==> src/px_params.svh <==
// Sizing for the processor state control unit
// Word width, request buffer depth and bus answer timeout
`ifndef PX_PARAMS_SVH
`define PX_PARAMS_SVH

// Data and address width
`define PX_W 16

// Request buffer entries, 2, 4 or 8
`define PX_FIFO_DEPTH 4

// Cycles allowed between r or w rising and ok
`define PX_ALARM_TICKS 16

`endif

==> src/px_pkg.sv <==
// Shared types of the processor state control unit
// Sequencer states, instruction word views and system bus records
`include "px_params.svh"

package px_pkg;

	// Sequencer control states
	typedef enum logic [2:0] {
		ST_P1,		// Start
		ST_K1,		// Instruction fetch
		ST_K2,		// Decode
		ST_W,		// Memory execute
		ST_HLT,		// Halted
		ST_AWARIA	// Bus alarm
	} px_state_e;

	// Opcodes, everything else is a no-op
	localparam logic [3:0] OP_LI  = 4'd1;
	localparam logic [3:0] OP_AI  = 4'd2;
	localparam logic [3:0] OP_LW  = 4'd3;
	localparam logic [3:0] OP_SW  = 4'd4;
	localparam logic [3:0] OP_HLT = 4'd15;

	// Instruction word, memory reference or short immediate
	typedef union packed {
		struct packed {
			logic [3:0]  op;
			logic [11:0] addr;	// Word address
		} mem;
		struct packed {
			logic [3:0]         op;
			logic signed [11:0] imm;	// Sign extended on use
		} short;
	} px_instr_u;

	typedef struct packed {
		logic             write;	// Set for a posted store
		logic [`PX_W-1:0] addr;
		logic [`PX_W-1:0] data;
	} px_bus_req_t;

	typedef struct packed {
		logic             valid;	// One-cycle pulse
		logic             alarm;	// No answer from memory
		logic [`PX_W-1:0] data;
	} px_bus_resp_t;

	typedef struct packed {
		logic             zg;	// Bus request
		logic             r;
		logic             w;
		logic [`PX_W-1:0] ad;
		logic [`PX_W-1:0] dt_out;
	} px_bus_pins_t;

endpackage

==> src/px_req_fifo.sv <==
`timescale 1ns/1ps
// Request buffer between sequencer and bus master
// Circular buffer keeping posted writes and reads in program order
`include "px_params.svh"

module px_req_fifo import px_pkg::*; (
	input  logic        got,
	input  logic        clo_,
	input  logic        push,
	input  px_bus_req_t din,
	input  logic        pop,
	output px_bus_req_t dout,
	output logic        full,
	output logic        empty
);

	localparam int DEPTH = `PX_FIFO_DEPTH;
	localparam int AW = (DEPTH > 1) ? $clog2(DEPTH) : 1;
	localparam int CW = $clog2(DEPTH + 1);

	px_bus_req_t   mem [DEPTH];
	logic [AW-1:0] wr_ptr;
	logic [AW-1:0] rd_ptr;
	logic [CW-1:0] count;
	logic          do_push;
	logic          do_pop;

	assign full    = (count == CW'(DEPTH));
	assign empty   = (count == '0);
	assign do_push = push & ~full;	// Push ignored while full
	assign do_pop  = pop & ~empty;
	assign dout    = mem[rd_ptr];	// Head visible the cycle after push

	always_ff @(posedge got) begin
		if (do_push)
			mem[wr_ptr] <= din;
	end

	always_ff @(posedge got or negedge clo_) begin
		if (!clo_) begin
			wr_ptr <= '0;
			rd_ptr <= '0;
			count  <= '0;
		end else begin
			if (do_push)
				wr_ptr <= (wr_ptr == AW'(DEPTH - 1)) ? '0 : wr_ptr + 1'b1;	// Wrap
			if (do_pop)
				rd_ptr <= (rd_ptr == AW'(DEPTH - 1)) ? '0 : rd_ptr + 1'b1;
			case ({do_push, do_pop})
				2'b10: count <= count + 1'b1;
				2'b01: count <= count - 1'b1;
				default: count <= count;	// Both or neither
			endcase
		end
	end

endmodule

==> src/px_bus.sv <==
`timescale 1ns/1ps
// System bus master
// Drains the request buffer over the zg/zw/ok bus, one access at a time,
// returns read data and raises an alarm when memory does not answer
`include "px_params.svh"

module px_bus import px_pkg::*; (
	input  logic             got,
	input  logic             clo_,
	input  px_bus_req_t      head,
	input  logic             empty,
	output logic             pop,
	input  logic             zw,
	input  logic             ok,
	input  logic [`PX_W-1:0] dt_in,
	output px_bus_pins_t     pins,
	output px_bus_resp_t     resp
);

	localparam int CW = $clog2(`PX_ALARM_TICKS + 1);

	typedef enum logic [1:0] {
		B_IDLE,	// Waiting for a buffered request
		B_REQ,	// zg high, waiting for zw
		B_ACC,	// r or w high, waiting for ok
		B_REL	// Everything down, response out
	} phase_e;

	phase_e           phase;
	px_bus_req_t      cur;	// Request being served
	logic             zg_q;
	logic             r_q;
	logic             w_q;
	logic [CW-1:0]    ticks;	// No-answer counter
	logic             timeout;
	logic             resp_valid;
	logic             resp_alarm;
	logic [`PX_W-1:0] rd_data;

	assign pop     = (phase == B_IDLE) & ~empty;	// Take head as soon as idle
	assign timeout = (ticks == CW'(`PX_ALARM_TICKS - 1));

	assign pins.zg     = zg_q;
	assign pins.r      = r_q;
	assign pins.w      = w_q;
	assign pins.ad     = cur.addr;	// Held from pop to release
	assign pins.dt_out = cur.data;

	assign resp.valid = resp_valid;
	assign resp.alarm = resp_alarm;
	assign resp.data  = rd_data;

	// Latched request and read data
	always_ff @(posedge got) begin
		if (pop)
			cur <= head;
		if ((phase == B_ACC) && ok)
			rd_data <= dt_in;	// Captured with ok
	end

	always_ff @(posedge got or negedge clo_) begin
		if (!clo_) begin
			phase      <= B_IDLE;
			zg_q       <= 1'b0;
			r_q        <= 1'b0;
			w_q        <= 1'b0;
			ticks      <= '0;
			resp_valid <= 1'b0;
			resp_alarm <= 1'b0;
		end else begin
			resp_valid <= 1'b0;	// Pulse by default off
			resp_alarm <= 1'b0;
			case (phase)
				B_IDLE: begin
					if (pop) begin
						zg_q  <= 1'b1;	// Request next cycle
						phase <= B_REQ;
					end
				end
				B_REQ: begin
					if (zw) begin
						r_q   <= ~cur.write;	// Access starts on grant
						w_q   <= cur.write;
						ticks <= '0;
						phase <= B_ACC;
					end
				end
				B_ACC: begin
					if (ok || timeout) begin
						zg_q       <= 1'b0;	// Drop all together
						r_q        <= 1'b0;
						w_q        <= 1'b0;
						resp_valid <= ~cur.write | ~ok;	// Reads, or any timeout
						resp_alarm <= ~ok;
						phase      <= B_REL;
					end else begin
						ticks <= ticks + 1'b1;
					end
				end
				default: begin
					phase <= B_IDLE;	// Release lasts one cycle
				end
			endcase
		end
	end

endmodule

==> src/px_seq.sv <==
`timescale 1ns/1ps
// Cycle sequencer of the state control unit
// Steps P1, K1, K2 and W, holds IC, IR and the accumulator,
// posts fetch, load and store requests and stops on HLT or bus alarm
`include "px_params.svh"

module px_seq import px_pkg::*; (
	input  logic         got,
	input  logic         clo_,
	input  logic         start,
	input  px_bus_resp_t resp,
	input  logic         full,
	output logic         push,
	output px_bus_req_t  req,
	output logic         hlt,
	output logic         awaria
);

	px_state_e        state;
	px_instr_u        ir;
	logic [`PX_W-1:0] ic;
	logic [`PX_W-1:0] acc;
	logic             issued;	// Request of this state already posted
	logic             ack;
	logic             alarm;
	logic [`PX_W-1:0] imm_ext;
	logic [`PX_W-1:0] mem_addr;

	assign ack      = resp.valid & ~resp.alarm;
	assign alarm    = resp.valid & resp.alarm;
	assign imm_ext  = {{(`PX_W - 12){ir.short.imm[11]}}, ir.short.imm};
	assign mem_addr = {{(`PX_W - 12){1'b0}}, ir.mem.addr};

	// One request per K1 or W visit, stalls while buffer full
	assign push      = ~full & ~issued & ((state == ST_K1) | (state == ST_W));
	assign req.write = (state == ST_W) & (ir.mem.op == OP_SW);
	assign req.addr  = (state == ST_K1) ? ic : mem_addr;	// Fetch from IC
	assign req.data  = acc;	// Store data

	assign hlt    = (state == ST_HLT);
	assign awaria = (state == ST_AWARIA);

	// Instruction register, loaded by the fetch answer
	always_ff @(posedge got) begin
		if ((state == ST_K1) && ack)
			ir <= resp.data;
	end

	always_ff @(posedge got or negedge clo_) begin
		if (!clo_) begin
			state  <= ST_P1;
			ic     <= '0;
			acc    <= '0;
			issued <= 1'b0;
		end else if (alarm) begin
			state  <= ST_AWARIA;	// Held until clear
			issued <= 1'b0;
		end else begin
			case (state)
				ST_P1: begin
					if (start)
						state <= ST_K1;
				end
				ST_K1: begin
					if (push)
						issued <= 1'b1;
					if (ack) begin
						ic     <= ic + 1'b1;
						issued <= 1'b0;
						state  <= ST_K2;
					end
				end
				ST_K2: begin
					case (ir.mem.op)
						OP_LI: begin
							acc   <= imm_ext;
							state <= ST_K1;
						end
						OP_AI: begin
							acc   <= acc + imm_ext;
							state <= ST_K1;
						end
						OP_LW, OP_SW: state <= ST_W;
						OP_HLT: state <= ST_HLT;
						default: state <= ST_K1;	// No-op
					endcase
				end
				ST_W: begin
					if (ir.mem.op == OP_SW) begin
						if (push)
							state <= ST_K1;	// Posted, no wait
					end else begin
						if (push)
							issued <= 1'b1;
						if (ack) begin
							acc    <= resp.data;	// Load result
							issued <= 1'b0;
							state  <= ST_K1;
						end
					end
				end
				ST_HLT, ST_AWARIA: begin
					state <= state;	// Only clo_ leaves
				end
				default: begin
					state <= ST_P1;
				end
			endcase
		end
	end

endmodule

==> src/px_top.sv <==
`timescale 1ns/1ps
// State control unit top level
// Sequencer feeding the request buffer, drained by the system bus master
`include "px_params.svh"

module px_top import px_pkg::*; (
	input  logic             got,
	input  logic             clo_,
	input  logic             start,
	input  logic             zw,
	input  logic             ok,
	input  logic [`PX_W-1:0] dt_in,
	output px_bus_pins_t     pins,
	output logic             hlt,
	output logic             awaria
);

	px_bus_req_t  seq_req;	// Sequencer to buffer
	logic         push;
	logic         full;
	px_bus_req_t  head;	// Buffer to bus master
	logic         empty;
	logic         pop;
	px_bus_resp_t resp;	// Bus master to sequencer

	px_seq u_px_seq (
		.got    (got),
		.clo_   (clo_),
		.start  (start),
		.resp   (resp),
		.full   (full),
		.push   (push),
		.req    (seq_req),
		.hlt    (hlt),
		.awaria (awaria)
	);

	px_req_fifo u_px_req_fifo (
		.got   (got),
		.clo_  (clo_),
		.push  (push),
		.din   (seq_req),
		.pop   (pop),
		.dout  (head),
		.full  (full),
		.empty (empty)
	);

	px_bus u_px_bus (
		.got   (got),
		.clo_  (clo_),
		.head  (head),
		.empty (empty),
		.pop   (pop),
		.zw    (zw),
		.ok    (ok),
		.dt_in (dt_in),
		.pins  (pins),
		.resp  (resp)
	);

endmodule

==> config.mk <==
export PLATFORM = sky130hd
export DESIGN_NAME = px_top
export DESIGN_NICKNAME = d
export VERILOG_FILES = /design/src/px_pkg.sv /design/src/px_req_fifo.sv /design/src/px_bus.sv /design/src/px_seq.sv /design/src/px_top.sv
export VERILOG_INCLUDE_DIRS = /design/src
export SDC_FILE = /design/constraint.sdc
export NUM_CORES = 1
export LEC_CHECK = 0
export ABC_CLOCK_PERIOD_IN_PS = 9900
export BUFFER_PORTS_ARGS = -buffer_cell sky130_fd_sc_hd__buf_2
export CAP_MARGIN = 20
export CORE_ASPECT_RATIO = 1.2
export CORE_UTILIZATION = 60
export CTS_BUF_LIST = sky130_fd_sc_hd__clkbuf_16
export CTS_CLUSTER_DIAMETER = 120
export CTS_CLUSTER_SIZE = 8
export DETAILED_ROUTE_END_ITERATION = 7
export GPL_TIMING_DRIVEN = 0
export PLACE_DENSITY_LB_ADDON = 0.15
export SLEW_MARGIN = 20
export SYNTH_ARGS = -nofsm -noshare
export SYNTH_HDL_FRONTEND = slang
export SYNTH_HIERARCHICAL = 1
export SYNTH_SLANG_ARGS = --single-unit
==> constraint.sdc <==
create_clock -name got -period 9.9 [get_ports got]
set_clock_uncertainty 0.15 [all_clocks]
set_input_delay 0.99 -clock got [delete_from_list [all_inputs] [get_ports got]]
set_output_delay 0.99 -clock got [all_outputs]
set_load 0.02 [all_outputs]
==> parameters.txt <==
Parameter                              Value

Outcome
  Result of the run    finished clean

GRT
  Antenna violations before repair    0
  Wire length of the first global-routing pass    34.9 mm
  Maximum number of pins on one net before global-route repair    56
  Total grt overflow    0
  Overall track demand over capacity in global routing    0.242
  Via count of the first global-routing pass    6628

Logic synthesis
  Per-instance average area after synthesis    15.1 µm²
  List of most frequent post-synthesis cells    sky130_fd_sc_hd__edfxtp_1, sky130_fd_sc_hd__dfrtp_1, sky130_fd_sc_hd__nand2_1
  Post-synthesis cell area    0.0112 mm²
  Area share of the largest cell type after synthesis    0.528
  Syn Inst Count    742
  Yosys top cell by area    sky130_fd_sc_hd__edfxtp_1
  Library cell with the highest instance count after synthesis    sky130_fd_sc_hd__edfxtp_1
  #FFs+latches synth    252
  Syn Nets    793
  Async SR Flop Fraction    0.218
  Sequential share of the synthesized area    0.650
  Count of flip-flops with a built-in enable after synthesis    197
  Syn. warnings    6
  Ranking of synthesized cells by area    sky130_fd_sc_hd__edfxtp_1, sky130_fd_sc_hd__dfrtp_1, sky130_fd_sc_hd__mux4_2, sky130_fd_sc_hd__ha_1, sky130_fd_sc_hd__buf_4
  Library cells used by synthesis    76
  Dominant register cell in the synthesized netlist    sky130_fd_sc_hd__edfxtp_1

Power
  Power share of the clock group    0.276
  Switch share    0.324
  Net load switching power    0.00136 W
  Part of the total power dissipated in combinational logic    0.330
  Pwr dens    322 mW/mm²
  Internal power    0.00283 W
  Overall power of the completed layout    0.00419 W
  Part of the power in registers    0.395
  Peak supply drop    213 µV
  LEAKAGE    5.14 nW

Route
  Total wirelength of the detailed-routed design    22.4 mm
  Violation count after the first detailed-routing iteration    442
  DRC viols    0
  Count of vias placed by the detailed router    6487
  Via density per instance    5.92
  Post-route antenna net violation count    0
  Number of detailed-routing iterations run before antenna repair    5
  Avg WL per Cell    20.4 µm

Worst setup path
  Slack of the worst reg-to-reg path    6.58 ns
  Worst EP required    10.17 ns
  Startpoint of the worst register-to-register path    u_px_seq/acc[0]$_DFFE_PN0P_
  Max FO, Critical Path    6
  Worst EP arrival    3.59 ns
  R2R Path End    u_px_seq/acc[14]$_DFFE_PN0P_
  Kind of critical path    flop to flop
  Endpoint class of the critical path    flop
  Crit path launch type    flop
  Depth of the worst register-to-register path    8

Timing
  Worst slew margin relative to its limit    0.358
  Achievable frequency    301 MHz
  Final Critical Period    3.32 ns
  Max-slew violations    0
  Measured slew at the worst slew-check pin    0.956 ns
  Worst setup slack after layout    6.58 ns
  Final TNS setup    0 ns
  Final setup vio count    0
  Final Hold Violating Endpoints    0
  Portion of the clock cycle consumed by the worst path in the final layout    0.336
  Setup repair after global routing missed its margin    false
  Hold slack final    0.292 ns

Clock network
  Clock Sinks    252
  Clock root buffer master    sky130_fd_sc_hd__clkbuf_16
  Post-CTS Hold Fix Bufs    0
  Clock latency at the later pin of the worst-skew pair    0.50 ns
  Reg clk slew, reported paths    0.06 ns
  TritonCTS buffer count    37
  CTS tree    done
  Setup Fix Bufs, Post-CTS    0
  Clock buffer depth    3
  Number of levels the H-tree was split into    2
  Post-CTS resize count    0

Place
  Placer congestion estimate    0.932
  HPWL after DPL    14.8 mm
  DP Worst Slack    6.61 ns
  IO buf count    57

Hold path
  Cells on Worst Hold Path    0
  End point of the worst hold path    u_px_seq/ir[9]$_DFFE_PP_
  Startpoint of the most critical hold path    u_px_bus/rd_data[9]$_DFFE_PP_
  Hold/Removal Path Class    flop to flop

Die
  Die span in y    152 µm
  Initial Util    0.615
  Die Outline Area    0.0192 mm²
  Core footprint    0.0182 mm²
  Number of core rows    54
  Die boundary width    127 µm
  Number of primary I/O pins    58

Cells and area
  Antenna diode count    0
  Layout cells sized above 1    0.252
  Layout Nets    894
  Number of filler instances in the final layout    1193
  P&R area growth vs syn    16.0%

Flow run
  Max-cap viol count    0
[cells in the final DEF (no fill, tap or decap), types with 16 or more instances in the layout]
master                      netlist  final
sky130_fd_sc_hd__mux2_2          18     18
sky130_fd_sc_hd__o21ai_0         21     21
sky130_fd_sc_hd__edfxtp_1       197    197
sky130_fd_sc_hd__nand2_1         49     49
sky130_fd_sc_hd__inv_1           26     53
sky130_fd_sc_hd__a21oi_1         27     27
sky130_fd_sc_hd__dfrtp_1         55     55
sky130_fd_sc_hd__clkbuf_16        0     39
sky130_fd_sc_hd__nand3_1         16     16
sky130_fd_sc_hd__buf_4           37     38
sky130_fd_sc_hd__xnor2_1         16     16
sky130_fd_sc_hd__clkbuf_1        16     16
sky130_fd_sc_hd__nor2_1          41     40
sky130_fd_sc_hd__ha_1            28     28
sky130_fd_sc_hd__mux4_2          28     28
sky130_fd_sc_hd__buf_2            7     63
[per-layer routing]
layer  share of wire  vias to the layer above  GRT usage
li1                -                     2988          -
met1            0.41                     3273      0.305
met2            0.53                      185      0.431
met3           0.043                       41     0.0379
met4           0.021                        0     0.0821
met5               0                        -          0
[worst max path at each step]
| stage | startpoint | end | slack, ns | cells past startpoint |
|---|---|---|---|---|
| final | u_px_seq/acc[0]$_DFFE_PN0P_ | u_px_seq/acc[14]$_DFFE_PN0P_ | 6.58 | 8 |
| after floorplan | u_px_bus/phase[0]$_DFFE_PN0P_ | u_px_req_fifo/count[2]$_DFFE_PN0P_ | 6.14 | 12 |
| after detailed placement | u_px_seq/acc[0]$_DFFE_PN0P_ | u_px_seq/acc[14]$_DFFE_PN0P_ | 6.61 | 8 |
| after global routing | u_px_seq/acc[0]$_DFFE_PN0P_ | u_px_seq/acc[14]$_DFFE_PN0P_ | 6.47 | 8 |
| after CTS | u_px_seq/acc[0]$_DFFE_PN0P_ | u_px_seq/acc[14]$_DFFE_PN0P_ | 6.60 | 8 |
| after global placement | u_px_bus/phase[0]$_DFFE_PN0P_ | u_px_req_fifo/count[2]$_DFFE_PN0P_ | 4.67 | 12 |
[state kept, by name, summed over array words and instances (netlist names), 5 cells and up]
| name | flops |
|---|---|
| u_px_seq/ic | 16 |
| u_px_seq/ir | 16 |
| u_px_req_fifo/mem | 132 |
| u_px_bus/rd_data | 16 |
| u_px_bus/pins | 32 |
| u_px_bus/ticks | 5 |
| u_px_seq/acc | 16 |
[stage by stage]
stage | area [µm²] | util | instances
floorplan | 11200 | - | 742
global placement | 11800 | 0.646 | 1023
detailed placement | 11900 | 0.652 | 1028
CTS | 13000 | 0.713 | 1096
global route | 13000 | 0.713 | 1096
finish | 13000 | 0.713 | 1096
[critical path, stage by stage, from the launching register on]
cell and delay, ns:
sky130_fd_sc_hd__dfrtp_1 0.46, sky130_fd_sc_hd__ha_1 0.27, sky130_fd_sc_hd__fa_1 0.43, sky130_fd_sc_hd__a211o_1 0.38
sky130_fd_sc_hd__a2111oi_4 0.40, sky130_fd_sc_hd__o21ai_1 0.22, sky130_fd_sc_hd__or4_1 0.56, sky130_fd_sc_hd__a41o_1 0.26
sky130_fd_sc_hd__o21ai_1 0.12
[layout make-up]
class / count / area [µm²] / share of cell area
clock buffer: 39 / 976 / 0.0750
timing repair buffer: 62 / 388 / 0.0298
sequential: 252 / 7290 / 0.560
inverter: 26 / 97.6 / 0.00750
multi-input combinational: 398 / 3370 / 0.259
tap: 224 / 280 / 0.0215
clock inverter: 29 / 140 / 0.0108
buffer: 66 / 467 / 0.0359
[power groups by stage]
stage / combinational, W / clock, W / sequential, W
floorplan: 0.00105 / 0 / 0.00160
global placement: 0.00130 / 0 / 0.00165
detailed placement: 0.00138 / 0 / 0.00167
CTS: 0.00139 / 0.00118 / 0.00165
global route: 0.00151 / 0.00122 / 0.00168
finish: 0.00138 / 0.00116 / 0.00165
[kinds of logic after synthesis]
kind of cell               synth area share
muxes                                0.0918
DFF                                   0.650
and+or+nand+nor                      0.0749
buffers and inverters                0.0503
AOI/OAI and AO/OA                    0.0777
adders and majority gates            0.0348
xor gates and xnor gates             0.0203
(Power assumes the default switching activity.)
